<file path="config.mk">
export PLATFORM = sky130hd
export DESIGN_NAME = hdc_item_memory
export DESIGN_NICKNAME = d
export VERILOG_FILES = /design/src/hdc_pkg.sv /design/src/axi_lite_regs.sv /design/src/hdc_item_memory.sv /design/src/hv_assembler.sv /design/src/hv_stream_out.sv /design/src/item_gen_ctrl.sv /design/src/xorshift32.sv
export VERILOG_INCLUDE_DIRS = /design/src /design/src/src
export SDC_FILE = /design/constraint.sdc
export NUM_CORES = 2
export LEC_CHECK = 0
export BUFFER_PORTS_ARGS = -buffer_cell sky130_fd_sc_hd__buf_4
export CAP_MARGIN = 10
export CORE_UTILIZATION = 45
export CTS_BUF_LIST = sky130_fd_sc_hd__clkbuf_8
export DETAILED_ROUTE_END_ITERATION = 6
export SKIP_LAST_GASP = 1
export SYNTH_ARGS = -nofsm -noshare
export SYNTH_HDL_FRONTEND = slang
export SYNTH_SLANG_ARGS = --single-unit
export TNS_END_PERCENT = 100
</file>
<file path="constraint.sdc">
create_clock -name AXIS_ACLK -period 143.6 [get_ports AXIS_ACLK]
set_input_delay 28.72 -clock AXIS_ACLK [delete_from_list [all_inputs] [get_ports AXIS_ACLK]]
set_output_delay 28.72 -clock AXIS_ACLK [all_outputs]
set_load 0.05 [all_outputs]
</file>
<file path="src/hdc_defines.svh">
`ifndef HDC_DEFINES_SVH
`define HDC_DEFINES_SVH

// ====================
// datapath widths
// ====================
`define HDC_WORD_W  32
`define HDC_HV_W    1024
`define HDC_WORDS   32
`define HDC_WIDX_W  5
`define HDC_ITEM_W  16

// xorshift32 start state, also the idle state
`define HDC_XS_SEED 32'h92D68CA2

// ====================
// AXI-Lite register map
// ====================
`define HDC_REG_CTRL 32'h0000_0000
`define HDC_REG_ITEM 32'h0000_0004

`endif

</file>
<file path="src/hdc_pkg.sv">
`include "hdc_defines.svh"

package hdc_pkg;

    // ====================
    // payload types
    // ====================

    // one full item hypervector
    typedef logic [`HDC_HV_W-1:0] hv_t;

    // one generator output word
    typedef logic [`HDC_WORD_W-1:0] word_t;

    // item number inside the item memory
    typedef logic [`HDC_ITEM_W-1:0] item_idx_t;

    // ====================
    // control handoff
    // ====================

    // software view of the control and item-select registers
    typedef struct packed {
        logic      run;
        logic      gen;
        item_idx_t item_select;
    } ctrl_cfg_t;

    // single-cycle pulses back to the register block
    typedef struct packed {
        logic gen_done;
        logic run_done;
    } ctrl_evt_t;

    // AXI-Lite slave FSM
    typedef enum logic [2:0] {
        idle,
        got_aw,
        got_w,
        write_resp,
        read_addr,
        read_data
    } axil_state_e;

endpackage

</file>
<file path="src/axi_lite_regs.sv">
`timescale 1ns/1ps
`include "hdc_defines.svh"
`default_nettype none

module axi_lite_regs
    import hdc_pkg::*;
(
    input  wire logic        AXIS_ACLK,
    input  wire logic        S_AXI_ARESETN,
    input  wire logic [31:0] s_axi_awaddr,
    input  wire logic        s_axi_awvalid,
    output logic             s_axi_awready,
    input  wire logic [31:0] s_axi_wdata,
    input  wire logic        s_axi_wvalid,
    output logic             s_axi_wready,
    output logic [1:0]       s_axi_bresp,
    output logic             s_axi_bvalid,
    input  wire logic        s_axi_bready,
    input  wire logic [31:0] s_axi_araddr,
    input  wire logic        s_axi_arvalid,
    output logic             s_axi_arready,
    output logic [31:0]      s_axi_rdata,
    output logic [1:0]       s_axi_rresp,
    output logic             s_axi_rvalid,
    input  wire logic        s_axi_rready,
    output ctrl_cfg_t        cfg,
    input  wire ctrl_evt_t   evt
);

    axil_state_e state;
    logic [31:0] wr_addr;
    logic [31:0] wr_data;
    logic [31:0] rd_addr;
    // one-cycle strobe, first cycle of write_resp
    logic        wr_en;

    // ====================
    // handshake outputs
    // ====================

    assign s_axi_awready = (state == idle) || (state == got_w);
    assign s_axi_wready  = (state == idle) || (state == got_aw);
    // writes win in idle, so ar is only taken with no write pending
    assign s_axi_arready = (state == idle) && !s_axi_awvalid && !s_axi_wvalid;
    assign s_axi_bvalid  = (state == write_resp);
    assign s_axi_rvalid  = (state == read_data);
    assign s_axi_bresp   = 2'b00;
    assign s_axi_rresp   = 2'b00;

    // ====================
    // slave FSM
    // ====================

    always_ff @(posedge AXIS_ACLK) begin
        if (!S_AXI_ARESETN) begin
            state <= idle;
            wr_en <= 1'b0;
        end else begin
            wr_en <= 1'b0;
            case (state)
                idle: begin
                    if (s_axi_awvalid && s_axi_wvalid) begin
                        wr_addr <= s_axi_awaddr;
                        wr_data <= s_axi_wdata;
                        wr_en   <= 1'b1;
                        state   <= write_resp;
                    end else if (s_axi_awvalid) begin
                        wr_addr <= s_axi_awaddr;
                        state   <= got_aw;
                    end else if (s_axi_wvalid) begin
                        wr_data <= s_axi_wdata;
                        state   <= got_w;
                    end else if (s_axi_arvalid) begin
                        rd_addr <= s_axi_araddr;
                        state   <= read_addr;
                    end
                end
                got_aw: begin
                    if (s_axi_wvalid) begin
                        wr_data <= s_axi_wdata;
                        wr_en   <= 1'b1;
                        state   <= write_resp;
                    end
                end
                got_w: begin
                    if (s_axi_awvalid) begin
                        wr_addr <= s_axi_awaddr;
                        wr_en   <= 1'b1;
                        state   <= write_resp;
                    end
                end
                write_resp: begin
                    if (s_axi_bready) begin
                        state <= idle;
                    end
                end
                // rdata is loaded here, rvalid follows next cycle
                read_addr: begin
                    state <= read_data;
                end
                read_data: begin
                    if (s_axi_rready) begin
                        state <= idle;
                    end
                end
                default: begin
                    state <= idle;
                end
            endcase
        end
    end

    // ====================
    // register file
    // ====================

    always_ff @(posedge AXIS_ACLK) begin
        if (!S_AXI_ARESETN) begin
            cfg <= '0;
        end else begin
            // self-clearing bits
            if (evt.gen_done) begin
                cfg.gen <= 1'b0;
            end
            if (evt.run_done) begin
                cfg.run <= 1'b0;
            end
            // a software write in the same cycle takes precedence
            if (wr_en && wr_addr == `HDC_REG_CTRL) begin
                cfg.run <= wr_data[1];
                cfg.gen <= wr_data[0];
            end
            if (wr_en && wr_addr == `HDC_REG_ITEM) begin
                cfg.item_select <= wr_data[`HDC_ITEM_W-1:0];
            end
        end
    end

    // read mux, unmapped addresses read as zero
    always_ff @(posedge AXIS_ACLK) begin
        if (state == read_addr) begin
            case (rd_addr)
                `HDC_REG_CTRL: s_axi_rdata <= {30'd0, cfg.run, cfg.gen};
                `HDC_REG_ITEM: s_axi_rdata <= 32'(cfg.item_select);
                default:       s_axi_rdata <= 32'd0;
            endcase
        end
    end

endmodule

`default_nettype wire

</file>
<file path="src/hdc_item_memory.sv">
`timescale 1ns/1ps
`include "hdc_defines.svh"
`default_nettype none

module hdc_item_memory
    import hdc_pkg::*;
(
    input  wire logic        AXIS_ACLK,
    input  wire logic        S_AXI_ARESETN,
    // AXI-Lite slave
    input  wire logic [31:0] s_axi_awaddr,
    input  wire logic        s_axi_awvalid,
    output logic             s_axi_awready,
    input  wire logic [31:0] s_axi_wdata,
    input  wire logic        s_axi_wvalid,
    output logic             s_axi_wready,
    output logic [1:0]       s_axi_bresp,
    output logic             s_axi_bvalid,
    input  wire logic        s_axi_bready,
    input  wire logic [31:0] s_axi_araddr,
    input  wire logic        s_axi_arvalid,
    output logic             s_axi_arready,
    output logic [31:0]      s_axi_rdata,
    output logic [1:0]       s_axi_rresp,
    output logic             s_axi_rvalid,
    input  wire logic        s_axi_rready,
    // AXI-Stream master
    output logic             m_axis_tvalid,
    output hv_t              m_axis_tdata,
    output logic             m_axis_tlast,
    input  wire logic        m_axis_tready
);

    ctrl_cfg_t               cfg;
    ctrl_evt_t               evt;
    logic                    gen_active;
    logic [`HDC_WIDX_W-1:0]  word_idx;
    logic                    capture;
    logic                    launch;
    logic                    beat_done;
    word_t                   rand_word;
    hv_t                     item_hv;

    // ====================
    // control path
    // ====================

    axi_lite_regs axi_lite_regs_i (
        .AXIS_ACLK     (AXIS_ACLK),
        .S_AXI_ARESETN (S_AXI_ARESETN),
        .s_axi_awaddr  (s_axi_awaddr),
        .s_axi_awvalid (s_axi_awvalid),
        .s_axi_awready (s_axi_awready),
        .s_axi_wdata   (s_axi_wdata),
        .s_axi_wvalid  (s_axi_wvalid),
        .s_axi_wready  (s_axi_wready),
        .s_axi_bresp   (s_axi_bresp),
        .s_axi_bvalid  (s_axi_bvalid),
        .s_axi_bready  (s_axi_bready),
        .s_axi_araddr  (s_axi_araddr),
        .s_axi_arvalid (s_axi_arvalid),
        .s_axi_arready (s_axi_arready),
        .s_axi_rdata   (s_axi_rdata),
        .s_axi_rresp   (s_axi_rresp),
        .s_axi_rvalid  (s_axi_rvalid),
        .s_axi_rready  (s_axi_rready),
        .cfg           (cfg),
        .evt           (evt)
    );

    item_gen_ctrl item_gen_ctrl_i (
        .AXIS_ACLK     (AXIS_ACLK),
        .S_AXI_ARESETN (S_AXI_ARESETN),
        .cfg           (cfg),
        .evt           (evt),
        .gen_active    (gen_active),
        .word_idx      (word_idx),
        .capture       (capture),
        .launch        (launch),
        .beat_done     (beat_done)
    );

    // ====================
    // datapath
    // ====================

    xorshift32 xorshift32_i (
        .AXIS_ACLK     (AXIS_ACLK),
        .S_AXI_ARESETN (S_AXI_ARESETN),
        .gen_active    (gen_active),
        .rand_word     (rand_word)
    );

    hv_assembler hv_assembler_i (
        .AXIS_ACLK     (AXIS_ACLK),
        .S_AXI_ARESETN (S_AXI_ARESETN),
        .gen_active    (gen_active),
        .word_idx      (word_idx),
        .rand_word     (rand_word),
        .capture       (capture),
        .item_hv       (item_hv)
    );

    hv_stream_out hv_stream_out_i (
        .AXIS_ACLK     (AXIS_ACLK),
        .S_AXI_ARESETN (S_AXI_ARESETN),
        .launch        (launch),
        .item_hv       (item_hv),
        .m_axis_tvalid (m_axis_tvalid),
        .m_axis_tdata  (m_axis_tdata),
        .m_axis_tlast  (m_axis_tlast),
        .m_axis_tready (m_axis_tready),
        .beat_done     (beat_done)
    );

endmodule

`default_nettype wire

</file>
<file path="src/hv_assembler.sv">
`timescale 1ns/1ps
`include "hdc_defines.svh"
`default_nettype none

module hv_assembler
    import hdc_pkg::*;
(
    input  wire logic                   AXIS_ACLK,
    input  wire logic                   S_AXI_ARESETN,
    input  wire logic                   gen_active,
    input  wire logic [`HDC_WIDX_W-1:0] word_idx,
    input  wire word_t                  rand_word,
    input  wire logic                   capture,
    output hv_t                         item_hv
);

    // vector under construction
    hv_t work;
    // work with this cycle's word already dropped in
    hv_t work_next;

    always_comb begin
        work_next = work;
        work_next[word_idx * `HDC_WORD_W +: `HDC_WORD_W] = rand_word;
    end

    // ====================
    // working vector
    // ====================

    always_ff @(posedge AXIS_ACLK) begin
        if (gen_active) begin
            work <= work_next;
        end
    end

    // ====================
    // held item
    // ====================

    // capture lands on the last word, so take work_next and not work
    always_ff @(posedge AXIS_ACLK) begin
        if (!S_AXI_ARESETN) begin
            item_hv <= '0;
        end else if (capture) begin
            item_hv <= work_next;
        end
    end

endmodule

`default_nettype wire

</file>
<file path="src/hv_stream_out.sv">
`timescale 1ns/1ps
`include "hdc_defines.svh"
`default_nettype none

module hv_stream_out
    import hdc_pkg::*;
(
    input  wire logic AXIS_ACLK,
    input  wire logic S_AXI_ARESETN,
    input  wire logic launch,
    input  wire hv_t  item_hv,
    output logic      m_axis_tvalid,
    output hv_t       m_axis_tdata,
    output logic      m_axis_tlast,
    input  wire logic m_axis_tready,
    output logic      beat_done
);

    // only load into an empty slot
    logic load;

    assign load      = launch && !m_axis_tvalid;
    assign beat_done = m_axis_tvalid && m_axis_tready;

    // single-beat packets
    assign m_axis_tlast = m_axis_tvalid;

    // ====================
    // beat register
    // ====================

    always_ff @(posedge AXIS_ACLK) begin
        if (!S_AXI_ARESETN) begin
            m_axis_tvalid <= 1'b0;
        end else if (load) begin
            m_axis_tvalid <= 1'b1;
        end else if (beat_done) begin
            m_axis_tvalid <= 1'b0;
        end
    end

    // held until the beat is accepted
    always_ff @(posedge AXIS_ACLK) begin
        if (load) begin
            m_axis_tdata <= item_hv;
        end
    end

endmodule

`default_nettype wire

</file>
<file path="src/item_gen_ctrl.sv">
`timescale 1ns/1ps
`include "hdc_defines.svh"
`default_nettype none

module item_gen_ctrl
    import hdc_pkg::*;
(
    input  wire logic                   AXIS_ACLK,
    input  wire logic                   S_AXI_ARESETN,
    input  wire ctrl_cfg_t              cfg,
    output ctrl_evt_t                   evt,
    output logic                        gen_active,
    output logic [`HDC_WIDX_W-1:0]      word_idx,
    output logic                        capture,
    output logic                        launch,
    input  wire logic                   beat_done
);

    localparam logic [`HDC_WIDX_W-1:0] LAST_WORD = `HDC_WIDX_W'(`HDC_WORDS - 1);

    item_idx_t item_cnt;
    logic      word_wrap;
    // a beat has been issued for the current run
    logic      launched;

    // ====================
    // generation
    // ====================

    assign gen_active = cfg.gen;
    assign word_wrap  = gen_active && (word_idx == LAST_WORD);
    // last word of the selected item is on rand_word this cycle
    assign capture    = word_wrap && (item_cnt == cfg.item_select);

    always_ff @(posedge AXIS_ACLK) begin
        if (!S_AXI_ARESETN || !gen_active) begin
            word_idx <= '0;
            item_cnt <= '0;
        end else if (word_wrap) begin
            word_idx <= '0;
            item_cnt <= item_cnt + 1'b1;
        end else begin
            word_idx <= word_idx + 1'b1;
        end
    end

    // ====================
    // stream launch
    // ====================

    // never while generating, so the held item is stable
    assign launch = cfg.run && !cfg.gen && !launched;

    always_ff @(posedge AXIS_ACLK) begin
        if (!S_AXI_ARESETN) begin
            launched <= 1'b0;
        end else if (!cfg.run || beat_done) begin
            launched <= 1'b0;
        end else if (launch) begin
            launched <= 1'b1;
        end
    end

    always_comb begin
        evt.gen_done = capture;
        evt.run_done = beat_done;
    end

endmodule

`default_nettype wire

</file>
<file path="src/xorshift32.sv">
`timescale 1ns/1ps
`include "hdc_defines.svh"
`default_nettype none

module xorshift32
    import hdc_pkg::*;
(
    input  wire logic AXIS_ACLK,
    input  wire logic S_AXI_ARESETN,
    input  wire logic gen_active,
    output word_t     rand_word
);

    word_t state;
    word_t step_a;
    word_t step_b;

    // one xorshift32 step, 13 / 17 / 5
    always_comb begin
        step_a    = state ^ (state << 13);
        step_b    = step_a ^ (step_a >> 17);
        rand_word = step_b ^ (step_b << 5);
    end

    // sits on the seed whenever no item is being generated
    always_ff @(posedge AXIS_ACLK) begin
        if (!S_AXI_ARESETN || !gen_active) begin
            state <= `HDC_XS_SEED;
        end else begin
            state <= rand_word;
        end
    end

endmodule

`default_nettype wire
</file>
# Word-level counts from Yosys, hierarchy flattened
# Cells that the tools add are included.
# word_totals
regBits,3277
latchBits,0
ramBits,0
romBits,0
inputBits,104
out_inout_bits,1067
n_memories,0
# op_classes
n_addsub,3
mul,0
div,0
order_cmp,0
n_eq_ne,15
shifts,2
muxes,26
bitwise_logic,7
reduce_logical,36
# op_table
op,n
$bwmux W1024,1
$shift A32 B34 Y1024 const A,1
$shiftx A32 B34 Y1024,1
$mux W32,5
$pmux W32 S2,2
$eq A32 B3 Y1 const B,2
$logic_not A32 Y1,2
$xor A32 B32 Y32,2
$neg A10 Y34,1
$pmux W16 S2,1
$xor A32 B15 Y32,1
$mux W3,8
$pmux W3 S6,1
$add A16 B1 Y16 const B,1
$eq A16 B16 Y1,1
$logic_and A1 B1 Y1,11
$reduce_bool A2 Y1,5
$logic_not A1 Y1,7
$eq A3 B2 Y1 const B,2
$eq A3 B3 Y1 const B,2
$mux W1,6
$reduce_and A6 Y1,1
$add A5 B1 Y5 const B,1
$eq A5 B5 Y1 const B,1
other kinds (14),23

# Logic depth before layout (Yosys ltp)
# logic_depth
ltp_word,5
depth_mapped,15
ltp_nobuf,10

# Modules after synthesis
# Synthesis repeated with hierarchy kept, for this count alone.
# hier_totals
hier_cells,9893
hier_area_um2,121206.2
# by_module_without_submodules
module,n_inst,cells_each,area_each_um2,seq_area_each_um2
hv_assembler,1,8300,83008.4,51249.2
hv_stream_out,1,1030,30803.3,30769.5
axi_lite_regs,1,292,4539.4,3323.2
xorshift32,1,139,1682.9,640.6
item_gen_ctrl,1,132,1172.4,440.4

# Least setup slack after synthesis
# Ideal clock, no wire load.
# synth_path
path_kind,reg-to-reg
from,reg axi_lite_regs_i.cfg[16] (netlist name)
to,reg hv_stream_out_i.m_axis_tdata[0] (enable)
setup_ps,5282
t_arrival_ps,117114
setup_slack_ps,21205
path_stages_with_launch,3
n_path_buf,1
cell_sequence,dfxtp_1 > clkbuf_1 > nor4b_1
# synth_between
elab_chain_len,4
# synth_rtl
element,line_no,rtl
$logic_not A1 Y1,item_gen_ctrl.sv:52,assign launch = cfg.run && !cfg.gen && !launched;
$logic_and A1 B1 Y1 (2 in a row),item_gen_ctrl.sv:52,
$logic_and A1 B1 Y1,hv_stream_out.sv:22,assign load = launch && !m_axis_tvalid;
via hv_stream_out_i.load,hv_stream_out.sv:20,logic load;
"end signal, assigned",hv_stream_out.sv:45,m_axis_tdata <= item_hv;
"end, declared",hv_stream_out.sv:13,"output hv_t m_axis_tdata,"
# The timed path passes the listed nets, and every way through them passes these cells.
# A chain may end at the register's enable or synchronous reset.

# Worst setup path after layout
# layout_path
from,in s_axi_awvalid
to,out s_axi_arready
# layout_between
elab_chain_len,3
# layout_rtl
element,line_no,rtl
"start, declared",hdc_item_memory.sv:12,"input wire logic s_axi_awvalid,"
$logic_not A1 Y1,axi_lite_regs.sv:44,assign s_axi_arready = (state == idle) && !s_axi_awvalid && !s_axi_wvalid;
$logic_and A1 B1 Y1 (2 in a row),axi_lite_regs.sv:44,
"end, declared",hdc_item_memory.sv:22,"output logic s_axi_arready,"
# Every way passes these cells.

==> results.yml <==
outcome:
  status: "complete, but fails checks"
  violations: "DRC"
layout:
  layout.nets: 10300
  utilization_pct: 53.8
  mostFrequentLayoutCells: "2144 x edfxtp_1, 1286 x buf_4, 1161 x nand2_1"
  areaGrowthSynthToFinish_pct: 18.9
  fin_cells: 14200
  drive_above_1_share_pct: 22.8
  final_common_cell: "edfxtp_1"
  fin_area_um2: 144000
placement:
  placed_cells: 13200
  gp_congestion: 0.843
  place_area_um2: 133000
  portBuffers: 1134
  dp_slack_ns: 85.14
  place_hpwl_um: 252000
routing:
  drcViolationCount: 3
  drtIter0Drc: 8176
  drtAntennaViolNets: 0
  routed_wl_um: 406000
  wl_per_cell_um: 28.5
  first_pass_iters: 7
  vias_per_cell: 5.77
  vias: 82100
clock_tree:
  cts_resized: 0
  cts_tree: "done"
  clock_path_buffers: 4
  clk_latency_ns: 1.19
  ctsHoldBuffers: 0
  ctsRootBufferMaster: "clkbuf_8"
  path_clk_slew_ns: 0.06
  cts_max_level: 6
  cts_setup_buffers: 0
  numCtsBuffers: 544
  cts.sinks: 3245
sta:
  fmax_mhz: 17.1
  rsz0062_at_grt: "no"
  fin_skew_ns: 0.0558
  finalCriticalPeriod_ns: 58.44
  final_hold_viol_count: 0
  worstMarginPinSlew_ns: 1.28
  setup_ws_ns: 85.16
  slew_headroom_pct: 14.7
  min_period_over_period_pct: 40.7
  setup_tns_ns: 0
  drv_slew: 0
  setup_viol: 0
worst_hold_path:
  hold_class: "reg -> reg"
synth:
  synth-seq-cells: 3245
  ys_async_sr_fraction_pct: 0
  seq_area_frac_synth_pct: 71.4
  syn_area_um2: 121000
  synth-edff-count: 2144
  synth_ff_type: "edfxtp_1"
  yosysUniqueCellTypes: 62
  ys_warn_count: 0
  syn_avg_cell_area_um2: 13.3
  syn_inst: 9081
critical_path:
  crit_required_ns: 114.88
  crit_path_start_kind: "primary input"
  crit_fanout: 37
  arrival_ns: 29.72
  cp-end-kind: "primary output"
  path_class: "in -> out"
pwr:
  power.density_nw_per_um2: 12.5
  irDropWorstVdd_mv: 0.0110
  cellLeakagePower_nw: 57.4
floorplan:
  fp.dieH_um: 521
  rows: 190
  initial_core_util_pct: 45.2
  fp.dieW_um: 521
  dieArea_um2: 271000
  num_io_pins: 1171
  core_um2: 268000
grt:
  grt_pass1_vias: 78500
  grt_start_max_net_pins: 199
  grt_pass1_wl_um: 568000
  grt_use_total_pct: 28.9
  antenna_found_initial: 29
  grt_overflow: 0
job:
  cap_violations: 0
state kept, by name (all words and copies together), names as in the netlist, named ones only:
name                          flops
axi_lite_regs_i.wr_en             1
axi_lite_regs_i.s_axi_rdata      16
axi_lite_regs_i.state             3
axi_lite_regs_i.wr_addr          32
axi_lite_regs_i.cfg              18
axi_lite_regs_i.rd_addr          32
xorshift32_i.state               32
hv_stream_out_i.m_axis_tdata   1024
hv_stream_out_i.m_axis_tlast      1
item_gen_ctrl_i.launched          1
item_gen_ctrl_i.word_idx          5
hv_assembler_i.work            1024
hv_assembler_i.item_hv         1024
item_gen_ctrl_i.item_cnt         16
logic make-up (layout without fill, tap and decap cells):
logic type | Yosys count | in the layout | share of synthesized area, %
adders and majority gates | 5 | 5 | 0.0517
DFF | 3245 | 3245 | 71.4
xor gates and xnor gates | 122 | 122 | 1.12
other | 1 | 34 | 0.00310
and+or+nand+nor | 1837 | 1837 | 6.66
buffers and inverters | 1163 | 2725 | 3.85
AOI/OAI and AO/OA | 2145 | 2145 | 12.1
muxes | 563 | 563 | 4.85
final cells by class:
| type | instances | area [um^2] |
|---|---|---|
| diodes | 14 | 35.0 |
| clock buffers | 619 | 8520 |
| clock inverters | 379 | 2150 |
| fillers | 22700 | 124000 |
| inverters | 431 | 1630 |
| multi-input cells | 4692 | 30900 |
| flip-flops and latches | 3245 | 86400 |
| well taps | 3552 | 4440 |
| repair buffers | 1296 | 9850 |
critical path, stage by stage:
cell and delay, ns:
buf_4 0.26, nor4b_1 0.45, buf_4 0.28
synthesized netlist by cell type (all sizes together), types with 150 or more instances:
cell	count	area [um^2]
edfxtp	2144	64400
a21oi	941	4710
inv	431	1620
mux2	186	2100
mux2i	377	3770
nand2	1179	4430
buf	224	1140
o211a	150	1500
a311oi	439	3840
clkbuf	508	1910
dfxtp	1101	22000
nor2	193	734
a211oi	414	3110
where the power goes:
group	switching (W)	leakage, nW	total (W)	internal [W]
Sequential	0.000000822	28.8	0.000986	0.000985
Clock	0.000384	6.31	0.000803	0.000419
Combinational	0.00000936	22.3	0.0000126	0.00000325
metal layers:
metal | GRT usage [%] | up-vias | share of wire (%)
li1 | - | 36000 | -
met1 | 39.4 | 41300 | 41
met2 | 43.9 | 4125 | 45
met4 | 12.9 | 2 | 4.7
met3 | 6.84 | 652 | 9.3
met5 | 0 | - | 0.0027
worst paths after layout:
kind              slack [ns]                                    start  cells after the start                                          to
setup reg to reg      136.50   item_gen_ctrl_i.word_idx[0]$_SDFF_PP0_                     12    hv_assembler_i.item_hv[375]$_SDFFE_PN0P_
hold reg to reg         0.41  hv_assembler_i.item_hv[23]$_SDFFE_PN0P_                      0  hv_stream_out_i.m_axis_tdata[23]$_DFFE_PP_
setup / recovery       85.16                            s_axi_awvalid                      3                               s_axi_arready
hold / removal          0.41  hv_assembler_i.item_hv[23]$_SDFFE_PN0P_                      0  hv_stream_out_i.m_axis_tdata[23]$_DFFE_PP_
metrics by stage:
stage          hold slack [ns]  total power (W)
6_report                 0.408          0.00180
5_1_grt                  0.409          0.00186
4_1_cts                  0.406          0.00182
3_5_place_dp             0.413          0.00102
3_3_place_gp             0.408          0.00102
2_1_floorplan            0.402          0.00101
No activity file was read; power rests on OpenSTA's default activity.
